--- src/fetch_settings.svh ---
/*
 * sizes and reset address of the fetch frontend
 */
`ifndef FETCH_SETTINGS_SVH
`define FETCH_SETTINGS_SVH

// fetch fifo depth, power of two
`define FETCH_FIFO_DEPTH 4
// instruction memory size in 32-bit words
`define IMEM_WORDS 64
// first fetch address after reset
`define FETCH_RESET_PC 32'h0000_0000

`endif

--- src/fetch_pkg.sv ---
/*
 * fetch frontend types: address, instruction, exception, prediction,
 * fifo entry and the branch view of an instruction word
 */
`default_nettype none

package fetch_pkg;

    typedef logic [31:0] addr_t;
    typedef logic [31:0] instr_t;

    // b-type layout, msb first
    typedef struct packed {
        logic       sign;
        logic [5:0] imm_10_5;
        logic [4:0] rs2;
        logic [4:0] rs1;
        logic [2:0] funct3;
        logic [3:0] imm_4_1;
        logic       imm_11;
        logic [6:0] opcode;
    } branch_fields_t;

    // same word, raw or as branch fields
    typedef union packed {
        instr_t         raw;
        branch_fields_t branch;
    } instr_view_u;

    typedef struct packed {
        logic       valid;
        logic [1:0] cause;
    } exception_t;

    typedef struct packed {
        logic  taken;
        addr_t target;
    } branchpredict_t;

    typedef struct packed {
        addr_t          addr;
        instr_t         instr;
        branchpredict_t bp;
        exception_t     ex;
    } fetch_entry_t;

    localparam logic [6:0] OPCODE_BRANCH      = 7'b1100011;
    localparam logic [1:0] CAUSE_ACCESS_FAULT = 2'd1;

endpackage

`default_nettype wire

--- src/imem_bus_if.sv ---
/*
 * one instruction memory port, requester and memory side
 */
`timescale 1ns/1ps
`default_nettype none

interface imem_bus_if;
    import fetch_pkg::*;

    logic   req;
    logic   we;
    addr_t  addr;
    instr_t wdata;
    // accept in the cycle where req and gnt are both high
    logic   gnt;
    // read data, one cycle after the accepted read
    instr_t rdata;

    modport requester (output req, we, addr, wdata, input gnt, rdata);
    modport memory    (input req, we, addr, wdata, output gnt, rdata);

endinterface

`default_nettype wire

--- src/imem_arbiter.sv ---
/*
 * fixed-priority memory arbiter, loader over fetch unit,
 * with read-owner tracking for the returned data
 */
`timescale 1ns/1ps
`default_nettype none

module imem_arbiter (
    input  logic          clk_i,
    input  logic          rst_ni,
    imem_bus_if.memory    loader_bus,
    imem_bus_if.memory    fetch_bus,
    imem_bus_if.requester mem_bus
);

    logic loader_sel;
    // owner of the read whose data returns this cycle
    logic loader_rd_q;
    logic fetch_rd_q;

    // --------------------------------------------------
    // request select
    // --------------------------------------------------
    // loader wins whenever it asks
    assign loader_sel = loader_bus.req;

    assign mem_bus.req   = loader_bus.req | fetch_bus.req;
    assign mem_bus.we    = loader_sel ? loader_bus.we    : fetch_bus.we;
    assign mem_bus.addr  = loader_sel ? loader_bus.addr  : fetch_bus.addr;
    assign mem_bus.wdata = loader_sel ? loader_bus.wdata : fetch_bus.wdata;

    // fetch only gets through on an idle loader
    assign loader_bus.gnt = loader_bus.req & mem_bus.gnt;
    assign fetch_bus.gnt  = fetch_bus.req & ~loader_sel & mem_bus.gnt;

    // --------------------------------------------------
    // read data return
    // --------------------------------------------------
    always_ff @(posedge clk_i or negedge rst_ni) begin
        if (!rst_ni) begin
            loader_rd_q <= 1'b0;
            fetch_rd_q  <= 1'b0;
        end else begin
            loader_rd_q <= loader_bus.gnt & ~loader_bus.we;
            fetch_rd_q  <= fetch_bus.gnt & ~fetch_bus.we;
        end
    end

    // only the owner sees the word
    assign loader_bus.rdata = loader_rd_q ? mem_bus.rdata : '0;
    assign fetch_bus.rdata  = fetch_rd_q  ? mem_bus.rdata : '0;

endmodule

`default_nettype wire

--- src/imem_sram.sv ---
/*
 * synchronous word memory, one-cycle read latency
 */
`timescale 1ns/1ps
`default_nettype none
`include "fetch_settings.svh"

module imem_sram (
    input  logic       clk_i,
    imem_bus_if.memory mem_bus
);
    import fetch_pkg::*;

    localparam int unsigned IDX_W = $clog2(`IMEM_WORDS);

    instr_t             mem_q [`IMEM_WORDS];
    instr_t             rdata_q;
    logic [IDX_W-1:0]   idx;

    // word index, byte offset dropped
    assign idx = mem_bus.addr[IDX_W+1:2];

    // never stalls
    assign mem_bus.gnt = mem_bus.req;

    always_ff @(posedge clk_i) begin
        if (mem_bus.req && mem_bus.we) begin
            mem_q[idx] <= mem_bus.wdata;
        end
        // read word held until the next read
        if (mem_bus.req && !mem_bus.we) begin
            rdata_q <= mem_q[idx];
        end
    end

    assign mem_bus.rdata = rdata_q;

endmodule

`default_nettype wire

--- src/fetch_unit.sv ---
/*
 * program counter, read issue, access-fault entries,
 * static branch predecode and flush redirect
 */
`timescale 1ns/1ps
`default_nettype none
`include "fetch_settings.svh"

module fetch_unit (
    input  logic                   clk_i,
    input  logic                   rst_ni,
    input  logic                   fetch_en_i,
    input  logic                   flush_i,
    input  fetch_pkg::addr_t       redirect_pc_i,
    imem_bus_if.requester          fetch_bus,
    input  logic                   fifo_ready_i,
    output fetch_pkg::fetch_entry_t entry_o,
    output logic                   entry_valid_o
);
    import fetch_pkg::*;

    localparam addr_t MEM_BYTES = addr_t'(`IMEM_WORDS * 4);

    addr_t       pc_q;
    // read response arrives this cycle
    logic        inflight_q;
    // fault entry goes out this cycle
    logic        fault_q;
    logic        busy;
    logic        in_range;
    logic        can_issue;

    instr_view_u view;
    logic        is_branch;
    logic        taken;
    addr_t       b_imm;
    addr_t       target;
    addr_t       next_pc;

    // --------------------------------------------------
    // request issue
    // --------------------------------------------------
    // one read or fault outstanding at most
    assign busy      = inflight_q | fault_q;
    assign in_range  = pc_q < MEM_BYTES;
    assign can_issue = fetch_en_i & fifo_ready_i & ~flush_i & ~busy;

    // out-of-range addresses never reach memory
    assign fetch_bus.req   = can_issue & in_range;
    assign fetch_bus.we    = 1'b0;
    assign fetch_bus.addr  = pc_q;
    assign fetch_bus.wdata = '0;

    // --------------------------------------------------
    // predecode
    // --------------------------------------------------
    assign view.raw  = fetch_bus.rdata;
    assign is_branch = view.branch.opcode == OPCODE_BRANCH;
    // backward branch taken, forward not taken
    assign taken     = inflight_q & is_branch & view.branch.sign;
    // b immediate, sign bit is imm[12]
    assign b_imm     = {{20{view.branch.sign}}, view.branch.imm_11, view.branch.imm_10_5,
                        view.branch.imm_4_1, 1'b0};
    assign target    = pc_q + b_imm;
    assign next_pc   = taken ? target : pc_q + 32'd4;

    // --------------------------------------------------
    // entry out
    // --------------------------------------------------
    always_comb begin
        entry_o      = '0;
        entry_o.addr = pc_q;
        if (fault_q) begin
            entry_o.ex.valid = 1'b1;
            entry_o.ex.cause = CAUSE_ACCESS_FAULT;
        end else begin
            entry_o.instr     = view.raw;
            entry_o.bp.taken  = taken;
            entry_o.bp.target = taken ? target : '0;
        end
    end

    // a response during flush is dropped
    assign entry_valid_o = busy & ~flush_i;

    // --------------------------------------------------
    // pc and in-flight state
    // --------------------------------------------------
    always_ff @(posedge clk_i or negedge rst_ni) begin
        if (!rst_ni) begin
            pc_q       <= `FETCH_RESET_PC;
            inflight_q <= 1'b0;
            fault_q    <= 1'b0;
        end else if (flush_i) begin
            // restart at redirect, pending work forgotten
            pc_q       <= redirect_pc_i;
            inflight_q <= 1'b0;
            fault_q    <= 1'b0;
        end else begin
            inflight_q <= fetch_bus.req & fetch_bus.gnt;
            // fault decided now, pushed next cycle like a read
            fault_q    <= can_issue & ~in_range;
            // pc holds the issued address until its entry leaves
            if (busy) begin
                pc_q <= next_pc;
            end
        end
    end

endmodule

`default_nettype wire

--- src/fetch_fifo.sv ---
/*
 * fetch fifo, circular buffer with early ready, flush, one read port
 */
`timescale 1ns/1ps
`default_nettype none
`include "fetch_settings.svh"

module fetch_fifo (
    input  logic                    clk_i,
    input  logic                    rst_ni,
    // drops every stored entry
    input  logic                    flush_i,
    input  fetch_pkg::fetch_entry_t entry_i,
    input  logic                    valid_i,
    output logic                    ready_o,
    output fetch_pkg::fetch_entry_t entry_o,
    output logic                    entry_valid_o,
    input  logic                    ack_i
);
    import fetch_pkg::*;

    localparam int unsigned DEPTH = `FETCH_FIFO_DEPTH;
    localparam int unsigned PTR_W = $clog2(DEPTH);
    // one slot kept free for the read in flight
    localparam logic [PTR_W:0] READY_MAX = (PTR_W + 1)'(DEPTH - 2);

    fetch_entry_t     mem_q [DEPTH];
    logic [PTR_W-1:0] rd_ptr_q;
    logic [PTR_W-1:0] wr_ptr_q;
    logic [PTR_W:0]   cnt_q;
    logic             push;
    logic             pop;

    // status
    assign ready_o       = cnt_q <= READY_MAX;
    assign entry_valid_o = cnt_q != '0;
    assign entry_o       = mem_q[rd_ptr_q];

    assign push = valid_i & ~flush_i;
    // ack only counts on a valid entry
    assign pop  = ack_i & entry_valid_o & ~flush_i;

    // --------------------------------------------------
    // pointers and count
    // --------------------------------------------------
    always_ff @(posedge clk_i or negedge rst_ni) begin
        if (!rst_ni) begin
            rd_ptr_q <= '0;
            wr_ptr_q <= '0;
            cnt_q    <= '0;
        end else if (flush_i) begin
            rd_ptr_q <= '0;
            wr_ptr_q <= '0;
            cnt_q    <= '0;
        end else begin
            if (push) begin
                wr_ptr_q <= wr_ptr_q + 1'b1;
            end
            if (pop) begin
                rd_ptr_q <= rd_ptr_q + 1'b1;
            end
            // push and pop together keep the count
            cnt_q <= cnt_q + (PTR_W + 1)'(push) - (PTR_W + 1)'(pop);
        end
    end

    // storage
    always_ff @(posedge clk_i) begin
        if (push) begin
            mem_q[wr_ptr_q] <= entry_i;
        end
    end

endmodule

`default_nettype wire

--- src/frontend_top.sv ---
/*
 * fetch frontend top: loader port, arbiter, sram, fetch unit, fifo
 */
`timescale 1ns/1ps
`default_nettype none

module frontend_top (
    input  logic                    clk_i,
    input  logic                    rst_ni,
    // program loader, write only
    input  logic                    load_we_i,
    input  fetch_pkg::addr_t        load_addr_i,
    input  fetch_pkg::instr_t       load_data_i,
    // fetch control
    input  logic                    fetch_en_i,
    input  logic                    flush_i,
    input  fetch_pkg::addr_t        redirect_pc_i,
    // consumer side
    output fetch_pkg::fetch_entry_t entry_o,
    output logic                    entry_valid_o,
    input  logic                    entry_ack_i
);
    import fetch_pkg::*;

    fetch_entry_t fu_entry;
    logic         fu_valid;
    logic         fifo_ready;

    imem_bus_if loader_bus ();
    imem_bus_if fetch_bus ();
    imem_bus_if mem_bus ();

    // loader strobe is both request and write
    assign loader_bus.req   = load_we_i;
    assign loader_bus.we    = load_we_i;
    assign loader_bus.addr  = load_addr_i;
    assign loader_bus.wdata = load_data_i;

    // --------------------------------------------------
    // memory side
    // --------------------------------------------------
    imem_arbiter i_arbiter (
        .clk_i      (clk_i),
        .rst_ni     (rst_ni),
        .loader_bus (loader_bus),
        .fetch_bus  (fetch_bus),
        .mem_bus    (mem_bus)
    );

    imem_sram i_sram (
        .clk_i   (clk_i),
        .mem_bus (mem_bus)
    );

    // --------------------------------------------------
    // fetch path
    // --------------------------------------------------
    fetch_unit i_fetch_unit (
        .clk_i         (clk_i),
        .rst_ni        (rst_ni),
        .fetch_en_i    (fetch_en_i),
        .flush_i       (flush_i),
        .redirect_pc_i (redirect_pc_i),
        .fetch_bus     (fetch_bus),
        .fifo_ready_i  (fifo_ready),
        .entry_o       (fu_entry),
        .entry_valid_o (fu_valid)
    );

    fetch_fifo i_fetch_fifo (
        .clk_i         (clk_i),
        .rst_ni        (rst_ni),
        .flush_i       (flush_i),
        .entry_i       (fu_entry),
        .valid_i       (fu_valid),
        .ready_o       (fifo_ready),
        .entry_o       (entry_o),
        .entry_valid_o (entry_valid_o),
        .ack_i         (entry_ack_i)
    );

endmodule

`default_nettype wire

--- config.mk ---
export PLATFORM = sky130hd
export DESIGN_NAME = frontend_top
export DESIGN_NICKNAME = d
export VERILOG_FILES = /design/src/fetch_pkg.sv /design/src/imem_bus_if.sv /design/src/imem_arbiter.sv /design/src/imem_sram.sv /design/src/fetch_unit.sv /design/src/fetch_fifo.sv /design/src/frontend_top.sv
export VERILOG_INCLUDE_DIRS = /design/src /design/src/src
export SDC_FILE = /design/constraint.sdc
export NUM_CORES = 2
export LEC_CHECK = 0
export ABC_CLOCK_PERIOD_IN_PS = 4950
export BUFFER_PORTS_ARGS = -buffer_cell sky130_fd_sc_hd__buf_4
export CAP_MARGIN = 20
export CELL_PAD_IN_SITES_DETAIL_PLACEMENT = 1
export CELL_PAD_IN_SITES_GLOBAL_PLACEMENT = 1
export CORE_MARGIN = 2
export CORE_UTILIZATION = 30
export CTS_BUF_LIST = sky130_fd_sc_hd__clkbuf_4
export DETAILED_ROUTE_END_ITERATION = 10
export PLACE_DENSITY_LB_ADDON = 0.1
export SLEW_MARGIN = 20
export SYNTH_ARGS = -nofsm -noshare
export SYNTH_HDL_FRONTEND = slang
export SYNTH_SLANG_ARGS = --single-unit
--- constraint.sdc ---
create_clock -name clk_i -period 4.95 [get_ports clk_i]
set_input_delay 0.495 -clock clk_i [delete_from_list [all_inputs] [get_ports clk_i]]
set_output_delay 0.495 -clock clk_i [all_outputs]
set_load 0.02 [all_outputs]
# Yosys cells after proc, flatten, opt, wreduce, memory -nomap -nowiden
# Memories as Yosys holds them, arrays and structs flattened. A register that Yosys moved wholly into a read port is not among the register bits.
# Index checks and enable logic that the tools add are counted.
dict set report totals {
  ff_bits 42
  ram_bits 2448
  in_bits 102
  output_inout_bits 101
  elab_cells 66
  mem_count 2
}
dict set report op_classes {
  add_sub_neg 6
  magnitude_cmp 2
  eq_ne 1
  mux 21
  n_bitwise 20
  reduce_logical 7
}
# name depth width read_ports rd_clocked_by_memory_dff write_ports line
set memory_table {}
lappend memory_table {i_sram.mem_q 64 32 1 1 1 imem_sram.sv:16} ;# instr_t mem_q [`IMEM_WORDS];
lappend memory_table {i_fetch_fifo.mem_q 4 100 1 0 1 fetch_fifo.sv:27} ;# fetch_entry_t mem_q [DEPTH];
# cell n
set ops {}
lappend ops {{2-to-1 mux 32 bit} 6}
lappend ops {{2-to-1 mux 65 bit} 1}
lappend ops {{adder 32 x 3 -> 32 bit, second input constant} 1}
lappend ops {{adder 32 bit} 1}
lappend ops {{< comparator 32 x 9 -> 1 bit, second input constant} 1}
lappend ops {{bitwise AND 1 bit} 14}
lappend ops {{2-to-1 mux 2 bit} 4}
lappend ops {{2-to-1 mux 8 bit} 1}
lappend ops {{== test 7 bit, second input constant} 1}
lappend ops {{2-to-1 mux 1 bit} 7}
lappend ops {{2-to-1 mux 3 bit} 2}
lappend ops {{nonzero test 2 bit} 3}
lappend ops {{adder 2 x 1 -> 2 bit, second input constant} 2}
lappend ops {{inverter 1 bit} 4}
lappend ops {{adder 3 x 1 -> 3 bit} 1}
lappend ops {{less-or-equal comparator 3 x 2 -> 1 bit, second input constant} 1}
lappend ops {{nonzero test 3 bit} 1}
lappend ops {{subtractor 3 x 1 -> 3 bit} 1}
lappend ops {{logical AND 1 bit} 2}
lappend ops {{bitwise OR 1 bit} 2}
lappend ops {{logical NOT 1 bit} 1}

# Logic depth before layout (Yosys ltp)
dict set report depth {
  word_depth 9
  depth_mapped 15
  ltp_nobuf 12
}

# Cells and area by module
# A second synthesis with hierarchy kept.
dict set report hier_totals {
  hier_cells 5844
  hier_area_um2 100102.3
}
# mod n_inst cells_per_inst area_each_um2 seq_area_each_um2
set by_module_without_submodules {}
lappend by_module_without_submodules {imem_sram 1 4437 78504.0 62459.9}
lappend by_module_without_submodules {fetch_fifo 1 571 14979.4 12186.7}
lappend by_module_without_submodules {fetch_unit 1 686 4984.8 850.8}
lappend by_module_without_submodules {imem_arbiter 1 150 1634.1 50.0}

# Worst setup path before layout
# Ideal clock, no wire load.
dict set report synth_path {
  path_type {input -> register}
  start {in load_we_i}
  end {mem i_sram.mem_q[38][0] in the netlist's numbering, enable pin}
  t_arrival_ns 4.074
  required_time_ns 4.489
  setup_slack_ns 0.415
  stages 8
  path_cell_list {buf_2 -> mux2_4 -> buf_4 -> buf_6 -> buf_4 -> buf_2 -> buf_2 -> nor3_1}
}
dict set report synth_via {
  elab_chain_cells 4
  word_cells_on_any_way 6
}
# element line
set synth_rtl {}
lappend synth_rtl {{start, declared} frontend_top.sv:11} ;# input logic load_we_i,
lappend synth_rtl {{bitwise OR 1 bit / 2-to-1 mux 1 bit (equally long branches)} {imem_arbiter.sv:27, imem_arbiter.sv:28}}
lappend synth_rtl {{logical AND 1 bit} imem_sram.sv:27} ;# if (mem_bus.req && mem_bus.we) begin
lappend synth_rtl {{2-to-1 mux 1 bit} imem_sram.sv:27}
lappend synth_rtl {{2-to-1 mux 1 bit (not written as such)} imem_sram.sv:28} ;# mem_q[idx] <= mem_bus.wdata;
lappend synth_rtl {{end, declared} imem_sram.sv:16}
# Parallel ways exist; a longest one is shown, timed or not.

==> impl_metrics.csv <==
group,metric,value,unit
run_status,status,"finished, final reports clean",
cts,tritoncts_num_sinks,2514,
route,drcViolationCount,0,
cts,worstSkewPairLatency,1.61,ns
floorplanning,die-area,322000,sq um
power_and_ir_drop,reg_power_share,48.3,%
cts,post_cts.repair.setup_buffers,0,
logic_synthesis,synth_warnings,0,
logic_synthesis,synthesis.instances,5358,
job,drv_cap,0,
floorplanning,die_height,568,um
cells_and_area,nets_final,6549,
global_routing,total_congestion_overflow_after_global_routing,0,
cells_and_area,area.growth.synth_to_final,21.3,%
power_and_ir_drop,finalPower,0.0496,W
logic_synthesis,synth_seq_cells,2514,
setup_path,crit_path_start_kind,"register",
timing,transition_at_the_pin_with_the_smallest_max_transition_slack,1.13,ns
route,totalWireLength,384000,um
global_routing,maximum_number_of_pins_on_one_net_before_global_route_repair,99,
route,drt.antenna.violating_nets,0,
cts,ctsResizeCount,0,
power_and_ir_drop,p_switching,0.0135,W
route,dr.first_iter.drc_count,6182,
timing,maximum_clock_skew_at_final_layout,0.124,ns
power_and_ir_drop,p_comb_share,12.4,%
logic_synthesis,ys_async_sr_fraction,1.67,%
cells_and_area,final_common_cell,"sky130_fd_sc_hd__edfxtp_1",
cts,cts_hold_buf,127,
logic_synthesis,synthesis.nets,5476,
cts,htree_num_levels,6,
cells_and_area,finish.instance_area,116000,sq um
power_and_ir_drop,peakVddDrop,0.233,mV
timing,setup_total_negative_slack,0,ns
power_and_ir_drop,powerDensity,429,nW/um^2
route,route.detailed.vias_per_inst,5.40,
setup_path,worstSetupPathType,"reg2out",
min_path,timing.hold.worst.class,"in2reg",
timing,final.setup.worst_slack,0.605,ns
setup_path,required,4.45,ns
placement,dpl_worst_slack,0.0779,ns
logic_synthesis,synth.distinct_cells,102,
setup_path,worstPathMaxFanout,38,
logic_synthesis,synthesis.area,95300,sq um
floorplanning,die_width,568,um
logic_synthesis,part_of_the_yosys_area_used_for_sequential_elements,79.0,%
cells_and_area,postLayoutCoreUtil,36.6,%
timing,setup_viol,0,
global_routing,wire_length_of_the_first_global_routing_pass,520000,um
floorplanning,floorplan.initialDensity,30.2,%
timing,max_slew_margin,24.9,%
cts,clock_pin_slew_reported_for_the_worst_setup_and_hold_paths_after_clock_tree_synthesis,0.06,ns
power_and_ir_drop,clockPowerShare,39.3,%
floorplanning,core_area,315000,sq um
cts,cts_buffers,699,
logic_synthesis,syn_area_per_cell,17.8,sq um
floorplanning,core.rowCount,206,
route,firstDrtPassIters,6,
cts,clockBufferDepth,4,
timing,final.min_clock_period,4.34,ns
power_and_ir_drop,cellLeakagePower,37.8,nW
power_and_ir_drop,cellInternalPower,0.0361,W
placement,dp_hpwl,236000,um
route,wl_per_cell,34.6,um
logic_synthesis,synth_top_flop_cell,"sky130_fd_sc_hd__edfxtp_1",
placement,dpl-instance-area,105000,sq um
cts,tritoncts,"yes",
power_and_ir_drop,switching_share,27.1,%
global_routing,first_global_vias,61600,
route,vias,60100,
placement,finalWeightedCongestion,0.800,
timing,final_hold_viol_count,0,
cts,cts_root_buf,"sky130_fd_sc_hd__clkbuf_4",
timing,fmax,230,MHz
global_routing,antenna_found_initial,38,
timing,rsz0062_at_grt,"false",
global_routing,total_routing_resource_utilization_after_global_routing,23.3,%
cells_and_area,drive_above_1_share,28.4,%
setup_path,cp_data_arrival_time,3.85,ns
timing,final_min_period_over_clock_period,87.8,%
floorplanning,floorplan.io_pins,203,
placement,buffer_ports.inserted,175,
logic_synthesis,synth_edf_count,2472,
cells_and_area,final_cell_mix,"sky130_fd_sc_hd__edfxtp_1, sky130_fd_sc_hd__clkbuf_4, sky130_fd_sc_hd__a22oi_1, sky130_fd_sc_hd__buf_4, sky130_fd_sc_hd__nand2_1",
setup_path,cp-end-kind,"output port",
timing,drv_slew,0,
[per-layer routing]
metal	vias up	part of all wire [%]	track usage (%)
li1	25000	-	-
met1	32100	42	30.8
met2	2400	48	38.5
met3	576	7.0	5.26
met4	12	2.5	6.41
met5	-	0.023	0
[synthesized netlist by cell type (26+ instances only)]
library cell               instances  area [sq um]
sky130_fd_sc_hd__xnor2_1          38           333
sky130_fd_sc_hd__o21ai_1          26           130
sky130_fd_sc_hd__nor3_1           42           210
sky130_fd_sc_hd__inv_1            31           116
sky130_fd_sc_hd__nand3_1          51           255
sky130_fd_sc_hd__edfxtp_1       2472         74200
sky130_fd_sc_hd__a22o_1          101           885
sky130_fd_sc_hd__a21oi_1         100           500
sky130_fd_sc_hd__a221oi_1        100           876
sky130_fd_sc_hd__dfrtp_1          42          1050
sky130_fd_sc_hd__mux4_2           98          2210
sky130_fd_sc_hd__nand2_1         230           863
sky130_fd_sc_hd__buf_2           168           841
sky130_fd_sc_hd__a22oi_1         695          5220
sky130_fd_sc_hd__clkbuf_1        105           394
sky130_fd_sc_hd__a31oi_1          80           500
sky130_fd_sc_hd__a41oi_1          53           464
sky130_fd_sc_hd__nand4_1          31           194
sky130_fd_sc_hd__a222oi_1         79           791
sky130_fd_sc_hd__nor4_1           32           200
sky130_fd_sc_hd__nor2_1          169           634
sky130_fd_sc_hd__o22ai_1          30           188
sky130_fd_sc_hd__buf_1            64           240
sky130_fd_sc_hd__mux2i_1          44           440
sky130_fd_sc_hd__and2_1           81           507
sky130_fd_sc_hd__o21ai_0         113           566
[per-stage QoR]
stage	hold WS [ns]	instances
floorplan	0.199	5358
global placement	0.555	9762
detailed placement	0.569	9762
CTS	0.0128	11100
global route	0.0166	11100
finish	0.147	11100
[logic make-up after synthesis]
| family | share of synthesized area [%] |
|---|---|
| AO/OA/AOI/OAI | 11.8 |
| XOR/XNOR | 0.423 |
| adder cells (fa/ha/maj) | 0.247 |
| buffers and inverters | 1.87 |
| flip-flops | 79.0 |
| multiplexers | 2.88 |
| other | 0.00394 |
| AND/OR/NAND/NOR | 3.75 |
[flip-flops by register name, summed over array words and instances, names as in the netlist]
register / flops
i_sram.mem_q: 2048
i_fetch_unit.inflight_q: 1
i_fetch_fifo.mem_q: 392
i_fetch_unit.fetch_bus.addr: 32
i_sram.mem_bus.rdata: 32
i_fetch_fifo.wr_ptr_q: 2
i_fetch_unit.fault_q: 1
i_fetch_fifo.cnt_q: 3
i_fetch_fifo.rd_ptr_q: 2
i_arbiter.fetch_rd_q: 1
[power by group through the flow]
stage	clock network (W)	registers [W]	logic, W
6_report	0.0195	0.0239	0.00614
2_1_floorplan	0	0.0242	0.00305
3_3_place_gp	0	0.0244	0.00609
5_1_grt	0.0211	0.0240	0.00645
4_1_cts	0.0201	0.0240	0.00621
3_5_place_dp	0	0.0244	0.00610
[critical path, stage by stage (launching register included)]
cell	delay (ns)
sky130_fd_sc_hd__dfrtp_4	1.00
sky130_fd_sc_hd__buf_4	0.43
sky130_fd_sc_hd__mux4_2	0.63
sky130_fd_sc_hd__buf_4	0.21
[area by class of cell]
class / instances / area (sq um)
repair buffers: 732 / 6880
multi-input cells: 2452 / 19000
flip-flops and latches: 2514 / 75300
clock buffers: 1041 / 7820
well taps: 4160 / 5200
clock inverters: 171 / 1250
diodes: 16 / 40.0
fillers: 31900 / 200000
inverters: 32 / 120
[final timing paths]
check | startpoint | end | slack (ns) | cells past startpoint
max | i_fetch_fifo.rd_ptr_q[0] | entry_o[51] | 0.61 | 3
min | load_data_i[10] | i_sram.mem_q[60][10] | 0.15 | 3
max reg2reg | i_sram.mem_bus.rdata[8] | i_fetch_unit.fetch_bus.addr[15] | 0.63 | 13
min reg2reg | i_fetch_unit.fetch_bus.addr[0] | i_fetch_fifo.mem_q[0][68] | 0.58 | 0
max in group asynchronous | rst_ni | i_fetch_fifo.rd_ptr_q[1] | 4.10 | 5
min in group asynchronous | rst_ni | i_fetch_fifo.cnt_q[0] | 0.54 | 5
Power figures use the tool's default switching activity.
